--- src/rtl/afu_params.svh ---
`ifndef AFU_PARAMS_SVH
`define AFU_PARAMS_SVH

// Parity sense, 1 means odd
`define ODD_PARITY 1'b1

// Length of the reset pulse into the accelerator
`define RESET_CYCLES 4

// Positions in the error vector
`define ERR_CMD_BIT     0
`define ERR_ADDR_BIT    1
`define INVALID_CMD_BIT 2

`endif

--- src/rtl/afu_pkg.sv ---
package afu_pkg;

  ////////////////////////////////////////////////////////////
  // Job command codes
  ////////////////////////////////////////////////////////////

  // Any code outside this set is flagged as invalid
  typedef enum logic [7:0] {
    TIMEBASE = 8'h42,
    RESET    = 8'h80,
    START    = 8'h90
  } job_cmd_t;

  ////////////////////////////////////////////////////////////
  // Vector types
  ////////////////////////////////////////////////////////////

  typedef logic [7:0]  command_t;    // Raw command word from host
  typedef logic [63:0] address_t;    // Job effective address
  typedef logic [63:0] error_vec_t;  // Error vector reported with done

  // Bit 1 command parity, bit 0 address parity
  typedef logic [1:0]  job_err_t;

endpackage

--- src/rtl/afu_job_top.sv ---
`timescale 1ns/10ps

module afu_job_top import afu_pkg::*; (
  input  logic       clock,
  input  logic       rstn,
  input  logic       job_valid,
  input  command_t   job_command,
  input  logic       job_command_parity,
  input  address_t   job_address,
  input  logic       job_address_parity,
  output job_err_t   job_errors,
  output logic       running,
  output logic       done,
  output error_vec_t error,
  output logic       reset_job,
  output logic       cack,
  output logic       yield,
  output logic       timebase_request,
  output logic       parity_enabled
);

  logic       invalid_cmd;
  error_vec_t report_errors;

  // Dedicated mode, no LLCMD, yield or timebase
  assign cack             = 1'b0;
  assign yield            = 1'b0;
  assign timebase_request = 1'b0;
  assign parity_enabled   = 1'b1;

  job_control i_job_control (
    .clock              (clock),
    .rstn               (rstn),
    .job_valid          (job_valid),
    .job_command        (job_command),
    .job_command_parity (job_command_parity),
    .job_address        (job_address),
    .job_address_parity (job_address_parity),
    .report_errors      (report_errors),
    .job_errors         (job_errors),
    .invalid_cmd        (invalid_cmd),
    .running            (running),
    .done               (done),
    .reset_job          (reset_job),
    .error              (error)
  );

  error_log i_error_log (
    .clock         (clock),
    .rstn          (rstn),
    .job_errors    (job_errors),
    .invalid_cmd   (invalid_cmd),
    .reset_job     (reset_job),
    .report_errors (report_errors)
  );

endmodule

--- src/rtl/error_log.sv ---
`timescale 1ns/10ps
`include "afu_params.svh"

module error_log import afu_pkg::*; (
  input  logic       clock,
  input  logic       rstn,
  input  job_err_t   job_errors,
  input  logic       invalid_cmd,
  input  logic       reset_job,
  output error_vec_t report_errors
);

  job_err_t prev_errors;
  job_err_t new_errors;
  logic     reset_job_q;
  logic     log_clear;

  // job_errors is a level, log only fresh errors
  assign new_errors = job_errors & ~prev_errors;

  // End of the job reset pulse
  assign log_clear = reset_job & ~reset_job_q;

  always_ff @(posedge clock or negedge rstn) begin
    if (!rstn) begin
      prev_errors   <= '0;
      reset_job_q   <= 1'b1;
      report_errors <= '0;
    end else begin
      prev_errors <= job_errors;
      reset_job_q <= reset_job;
      if (log_clear) begin
        report_errors <= '0;
      end else begin
        if (new_errors[1]) report_errors[`ERR_CMD_BIT]     <= 1'b1;
        if (new_errors[0]) report_errors[`ERR_ADDR_BIT]    <= 1'b1;
        if (invalid_cmd)   report_errors[`INVALID_CMD_BIT] <= 1'b1;
      end
    end
  end

endmodule

--- src/rtl/job_control.sv ---
`timescale 1ns/10ps
`include "afu_params.svh"

module job_control import afu_pkg::*; (
  input  logic       clock,
  input  logic       rstn,
  input  logic       job_valid,
  input  command_t   job_command,
  input  logic       job_command_parity,
  input  address_t   job_address,
  input  logic       job_address_parity,
  input  error_vec_t report_errors,
  output job_err_t   job_errors,
  output logic       invalid_cmd,
  output logic       running,
  output logic       done,
  output logic       reset_job,
  output error_vec_t error
);

  localparam int CNT_W = $clog2(`RESET_CYCLES + 1);

  typedef enum logic [1:0] {
    idle,
    resetting,
    finishing
  } job_state_t;

  job_state_t       state;
  logic [CNT_W-1:0] count;
  logic             is_start;
  logic             is_reset;
  logic             is_known;
  logic             start_job;
  command_t         command;
  address_t         address;
  logic             command_parity;
  logic             address_parity;
  logic             command_err;
  logic             address_err;

  ////////////////////////////////////////////////////////////
  // Command decode
  ////////////////////////////////////////////////////////////

  assign is_start = (job_command == START);
  assign is_reset = (job_command == RESET);
  assign is_known = is_start || is_reset || (job_command == TIMEBASE);

  always_ff @(posedge clock or negedge rstn) begin
    if (!rstn) begin
      start_job   <= 1'b0;
      invalid_cmd <= 1'b0;
      running     <= 1'b0;
    end else begin
      start_job   <= job_valid && is_start;
      invalid_cmd <= job_valid && !is_known;  // One cycle pulse
      if (job_valid && is_reset) begin
        running <= 1'b0;
      end else if (start_job) begin
        running <= 1'b1;  // Held until the next reset
      end
    end
  end

  ////////////////////////////////////////////////////////////
  // Parity check
  ////////////////////////////////////////////////////////////

  // Zero data with matching parity after done clears stale errors
  always_ff @(posedge clock or negedge rstn) begin
    if (!rstn) begin
      command        <= '0;
      address        <= '0;
      command_parity <= `ODD_PARITY;
      address_parity <= `ODD_PARITY;
    end else if (job_valid) begin
      command        <= job_command;
      address        <= job_address;
      command_parity <= job_command_parity;
      address_parity <= job_address_parity;
    end else if (state == finishing) begin
      command        <= '0;
      address        <= '0;
      command_parity <= `ODD_PARITY;
      address_parity <= `ODD_PARITY;
    end
  end

  parity_check #(
    .BITS (8)
  ) i_command_parity (
    .clock (clock),
    .rstn  (rstn),
    .data  (command),
    .par   (command_parity),
    .err   (command_err)
  );

  parity_check #(
    .BITS (64)
  ) i_address_parity (
    .clock (clock),
    .rstn  (rstn),
    .data  (address),
    .par   (address_parity),
    .err   (address_err)
  );

  always_ff @(posedge clock or negedge rstn) begin
    if (!rstn) begin
      job_errors <= '0;
    end else begin
      job_errors <= {command_err, address_err};
    end
  end

  ////////////////////////////////////////////////////////////
  // Reset sequencer and done
  ////////////////////////////////////////////////////////////

  always_ff @(posedge clock or negedge rstn) begin
    if (!rstn) begin
      state     <= idle;
      count     <= '0;
      reset_job <= 1'b1;
      done      <= 1'b0;
      error     <= '0;
    end else begin
      done  <= 1'b0;
      error <= '0;  // Error is only valid with done
      case (state)
        idle: begin
          if (job_valid && is_reset) begin
            reset_job <= 1'b0;
            count     <= CNT_W'(`RESET_CYCLES - 1);
            state     <= resetting;
          end
        end
        resetting: begin
          if (count == '0) begin
            reset_job <= 1'b1;
            state     <= finishing;
          end else begin
            count <= count - 1'b1;
          end
        end
        finishing: begin
          done  <= 1'b1;
          error <= report_errors;  // Sampled before the log clears
          state <= idle;
        end
        default: state <= idle;
      endcase
    end
  end

endmodule

--- src/rtl/parity_check.sv ---
`timescale 1ns/10ps
`include "afu_params.svh"

module parity_check #(
  parameter int BITS = 8
) (
  input  logic            clock,
  input  logic            rstn,
  input  logic [BITS-1:0] data,
  input  logic            par,
  output logic            err
);

  logic expected;

  // Parity bit that makes the total count of ones odd
  assign expected = (^data) ^ `ODD_PARITY;

  always_ff @(posedge clock or negedge rstn) begin
    if (!rstn) begin
      err <= 1'b0;
    end else begin
      err <= expected ^ par;  // High on mismatch
    end
  end

endmodule

--- config.mk ---
export PLATFORM = sky130hd
export DESIGN_NAME = afu_job_top
export DESIGN_NICKNAME = d
export VERILOG_FILES = /design/src/rtl/afu_pkg.sv /design/src/rtl/afu_job_top.sv /design/src/rtl/error_log.sv /design/src/rtl/job_control.sv /design/src/rtl/parity_check.sv
export VERILOG_INCLUDE_DIRS = /design/src /design/src/rtl
export SDC_FILE = /design/constraint.sdc
export NUM_CORES = 1
export LEC_CHECK = 0
export BUFFER_PORTS_ARGS = -buffer_cell sky130_fd_sc_hd__buf_4
export CAP_MARGIN = 30
export CORE_MARGIN = 2
export CORE_UTILIZATION = 48
export DETAILED_ROUTE_END_ITERATION = 8
export PLACE_DENSITY_LB_ADDON = 0.15
export SLEW_MARGIN = 20
export SYNTH_ARGS = -nofsm -noshare
export SYNTH_HDL_FRONTEND = slang
export SYNTH_SLANG_ARGS = --single-unit
--- constraint.sdc ---
create_clock -name clock -period 2.3 [get_ports clock]
set_input_delay 0.46 -clock clock [delete_from_list [all_inputs] [get_ports clock]]
set_output_delay 0.46 -clock clock [all_outputs]
set_load 0.03 [all_outputs]
Word-level counts from Yosys, hierarchy flattened
Cells that the tools add are included.
- register bits: 97
- input bits: 77
- add/subtract/negate cells: 1
- equality and inequality tests: 8
- mux-type cells: 24
- bitwise logic cells: 8
- reductions and logical operators: 19
- operator list (cell ; number):
    two-way mux 64 bit ; 2
    parity 64 bit ; 1
    equality test 8 bit, second input constant ; 2
    two-way mux 8 bit ; 2
    two-way mux 3 bit ; 4
    nonzero test 2 bit ; 6
    two-way mux 1 bit ; 11
    equality test 8 x 7 -> 1 bit, second input constant ; 1
    parity 8 bit ; 1
    case mux 3 bit (2 select lines) ; 1
    AND reduction 3 bit ; 2
    two-way mux 2 bit ; 2
    != test 2 x 1 -> 1 bit, second input constant ; 2
    case mux 2 bit (2 select lines) ; 1
    logical AND 1 bit ; 3
    logical NOT 3 bit ; 1
    inverter 1 bit ; 3
    subtractor 3 x 1 -> 3 bit, second input constant ; 1
    AND 2 bit ; 1
    equality test 2 x 1 -> 1 bit, second input constant ; 1
    equality test 2 bit, second input constant ; 1
    logical NOT 2 bit ; 1
    logical OR 1 bit ; 2
    != test 2 bit, second input constant ; 1
    6 further kinds ; 7

Longest topological paths before layout
- word-level depth: 5
- depth in mapped cells: 6
- mapped depth without buffers: 6

By module
A second synthesis with hierarchy kept.
- cells, all modules: 654
- area, all modules: 6859.1 sq um
- by module, submodules not included (module ; times used ; cells each ; area an instance (sq um) ; seq. area each (sq um)):
    job_control ; 1 ; 499 ; 5466.5 ; 3757.4
    error_log ; 1 ; 77 ; 664.4 ; 151.4
    parity_check at i_job_control.i_address_parity ; 1 ; 64 ; 590.6 ; 25.0
    parity_check at i_job_control.i_command_parity ; 1 ; 8 ; 100.1 ; 25.0
    afu_job_top ; 1 ; 6 ; 37.5 ; 0.0

Least setup slack after synthesis
No wires, ideal clock.
- path type: reg2reg
- start point: register i_job_control.address_parity
- end point: register i_job_control.i_address_parity.err
- library setup time: 123 ps
- data arrival time: 1592 ps
- data required time: 2177 ps
- setup slack: 586 ps
- cell stages (with the launch flop): 7
- cell sequence: dfstp_2 > xnor2_1 > xnor2_1 > xnor2_1 > xnor2_1 > xnor3_1 > xnor2_1
- cells in the longest elaborated chain, start to end: 1
- ends and longest elaborated chain (element ; line ; source):
    start: declaration ; job_control.sv:38 ; logic address_parity;
    start signal: assignment ; job_control.sv:76 ; address_parity <= `ODD_PARITY;
    start signal: assignment ; job_control.sv:81 ; address_parity <= job_address_parity;
    start signal: assignment ; job_control.sv:86 ; address_parity <= `ODD_PARITY;
    bitwise XOR 1 bit ; parity_check.sv:23 ; err <= expected ^ par;
    end signal: assignment ; parity_check.sv:23 ;
    end: declaration ; parity_check.sv:11 ; output logic err
Every way passes these cells.
A chain may end at the register's enable or synchronous reset.

Worst setup path after layout
Same ends and word-level chain as after synthesis.

==> out/results.ini <==
[status]
status=finished clean

[timing]
tightestPinTransition_ns=0.5782
drv_slew=0
hold_slack_ns=0.03488
clock_skew_ns=0.01031
finalCriticalPeriod_ns=1.802
tns_ns=0
period_share=0.7834
worst_slack_ns=0.4982
setup-violations-final=0
fmax_ghz=0.5550
hold_viol=0
rsz0062_at_grt=no
slew-limit-headroom=0.6146

[cells_and_area]
area_delta_synth_final_pct=16.68
final_common_cell=nand2_1
drive_above_1_share=0.1845
nets=681
fill_cells=891
layout_common_cells=nand2_1, dfrtp_1, buf_4
multi_input_area_sq_mm=0.002031
seq_area_sq_mm=0.002432
diodes=0

[clocking]
cts.clk_slew.worst_paths_ns=0.09
cts.sinks=97
clock_latency_ns=0.36
cts_buffers=9
post_cts_buffers=0
holdBufCountCts=0
h-tree-depth=3
cts_root_buf=clkbuf_8
clk_path_buf_depth=2
postCtsResizedCells=0
tritoncts=done

[die]
start_util=0.4944
die_h_um=104.3
core_area_sq_mm=0.009774
rows=36
dieWidth_um=104.3
dieArea_sq_mm=0.01089
ios=150

[critical_path]
worstPathRequired_ns=2.55
critPathMaxStageDelay_ns=0.54
cp_data_arrival_time_ns=2.05
worstPathMaxFanout=2
critPathCaptureType=register
crit_slowest_cell=dfstp_2
critPathMostFrequentCell=xnor2_1
regToRegSetupSlack_ns=0.50
reg2reg_depth=6
crit_type=register to register
start_kind=register
crit_chain=xnor2_1 > xnor2_1 > xnor2_1 > xnor2_1 > xnor3_1 > xnor2_1

[yosys]
synth_area_leaders=dfrtp_1, nand2_1, xnor2_1, buf_4, o21ai_0
synth_cell_types=26
yosys_warnings=0
netlist_area_sq_mm=0.004832
yosysTopAreaCellShare=0.4816
ys_seq_area_frac=0.5034
yosys.area.top_type=dfrtp_1
syn_avg_cell_area_sq_um=9.187
synth.ff_latch_count=97
syn_inst=526

[power_and_ir_drop]
finalPower_mw=4.853
power_leakage_nw=2.788
p_per_area_mw_per_mm2=860.8
ir_drop_mv=0.3705

[global_routing]
antenna_found_initial=0
grt_max_degree=74
first_global_vias=3146
grt_pass1_wl_mm=15.39
track_usage=0.1765
grt-ovfl-total=0

[placed_design]
port-buffer-count=84
place_ws_ns=0.3223
place_hpwl_mm=6.587
place.gp.congestion=0.7607

[route]
vias_per_cell=4.486
antenna_left=0
vias=3320
wl_mm=9.138
drtPass1Iterations=4
route.detailed.drc=0
drt_iter0_markers=156
wire_per_inst_um=12.35

[flow_run]
max_cap_violations=0

[worst_hold_path]
worstHoldPathType=input pin to async pin

routing by layer:
layer,vias up,part of all wire,GRT usage,wire [um]
met5,-,0,0,0
li1,1679,-,-,-
met3,6,0.061,0.04135,559
met4,0,0.0074,0.05502,68
met1,1515,0.47,0.2519,4276
met2,120,0.46,0.2670,4233
cells by family after synthesis:
logic type | count (synthesis) | share of synthesized area
XOR/XNOR | 72 | 0.1334
AND/OR/NAND/NOR | 173 | 0.1434
AO/OA/AOI/OAI | 83 | 0.08726
flip-flops | 97 | 0.5034
adder cells (fa/ha/maj) | 2 | 0.005178
other | 2 | 0.001554
buffers and inverters | 97 | 0.1258
stage by stage:
step	cells	area, sq um	utilization
2_1_floorplan	589	5069	-
3_3_place_gp	724	5380	0.5504
3_5_place_dp	724	5380	0.5504
4_1_cts	740	5638	0.5768
5_1_grt	740	5638	0.5768
6_report	740	5638	0.5768
layout make-up:
type | instances | area share
timing repair buffer | 91 | 0.1278
clock buffer | 10 | 0.02264
sequential | 97 | 0.4314
inverter | 8 | 0.005326
tap | 133 | 0.02952
clock inverter | 6 | 0.02308
multi-input combinational | 395 | 0.3602
registers in the layout (all words and copies together) (netlist names):
| register | flops |
|---|---|
| i_job_control.start_job | 1 |
| i_job_control.address_parity | 1 |
| i_job_control.i_address_parity.err | 1 |
| i_error_log.report_errors | 3 |
| i_job_control.i_command_parity.err | 1 |
| i_job_control.command_parity | 1 |
| i_job_control.invalid_cmd | 1 |
| i_error_log.prev_errors | 2 |
| i_job_control.done | 1 |
| i_error_log.reset_job_q | 1 |
| i_job_control.count | 3 |
| i_job_control.error | 3 |
| i_job_control.job_errors | 2 |
| i_job_control.running | 1 |
| i_job_control.command | 8 |
| i_job_control.state | 2 |
| i_job_control.address | 64 |
| i_job_control.reset_job | 1 |
Yosys cell counts (all sizes together):
cell / instances
a21oi: 5
and2: 4
buf: 66
clkbuf: 23
conb: 2
dfrtp: 93
dfstp: 4
ha: 2
inv: 8
nand2: 147
nand2b: 2
nand3: 1
nand3b: 1
nor2: 10
nor3: 2
nor3b: 2
nor4: 2
nor4bb: 1
o21ai: 76
o21bai: 1
o22a: 1
or2: 1
xnor2: 62
xnor3: 1
xor2: 9
power by group:
| group | switching (mW) | total [mW] | leakage, nW | internal, mW |
|---|---|---|---|---|
| logic | 0.694 | 1.38 | 1.49 | 0.683 |
| registers | 0.140 | 2.08 | 1.17 | 1.94 |
| clock network | 0.568 | 1.40 | 0.130 | 0.829 |
| total | 1.40 | 4.85 | 2.79 | 3.45 |
worst max-delay path, delay by kind of cell (launching register included):
| kind | cells | cell delay [ns] |
|---|---|---|
| xor gates and xnor gates | 6 | 1.15 |
| DFF | 1 | 0.54 |
path summary, 6_finish.rpt:
| path | start | endpoint |
|---|---|---|
| setup / recovery | i_job_control.address_parity | i_job_control.i_address_parity.err |
| hold / removal | rstn | i_job_control.address[29] |
| setup reg to reg | i_job_control.address_parity | i_job_control.i_address_parity.err |
| hold reg to reg | i_job_control.i_command_parity.err | i_job_control.job_errors[1] |
| max in group asynchronous | rstn | i_job_control.address[7] |
| min in group clock | job_address[13] | i_job_control.address[13] |
(Power assumes the default switching activity.)
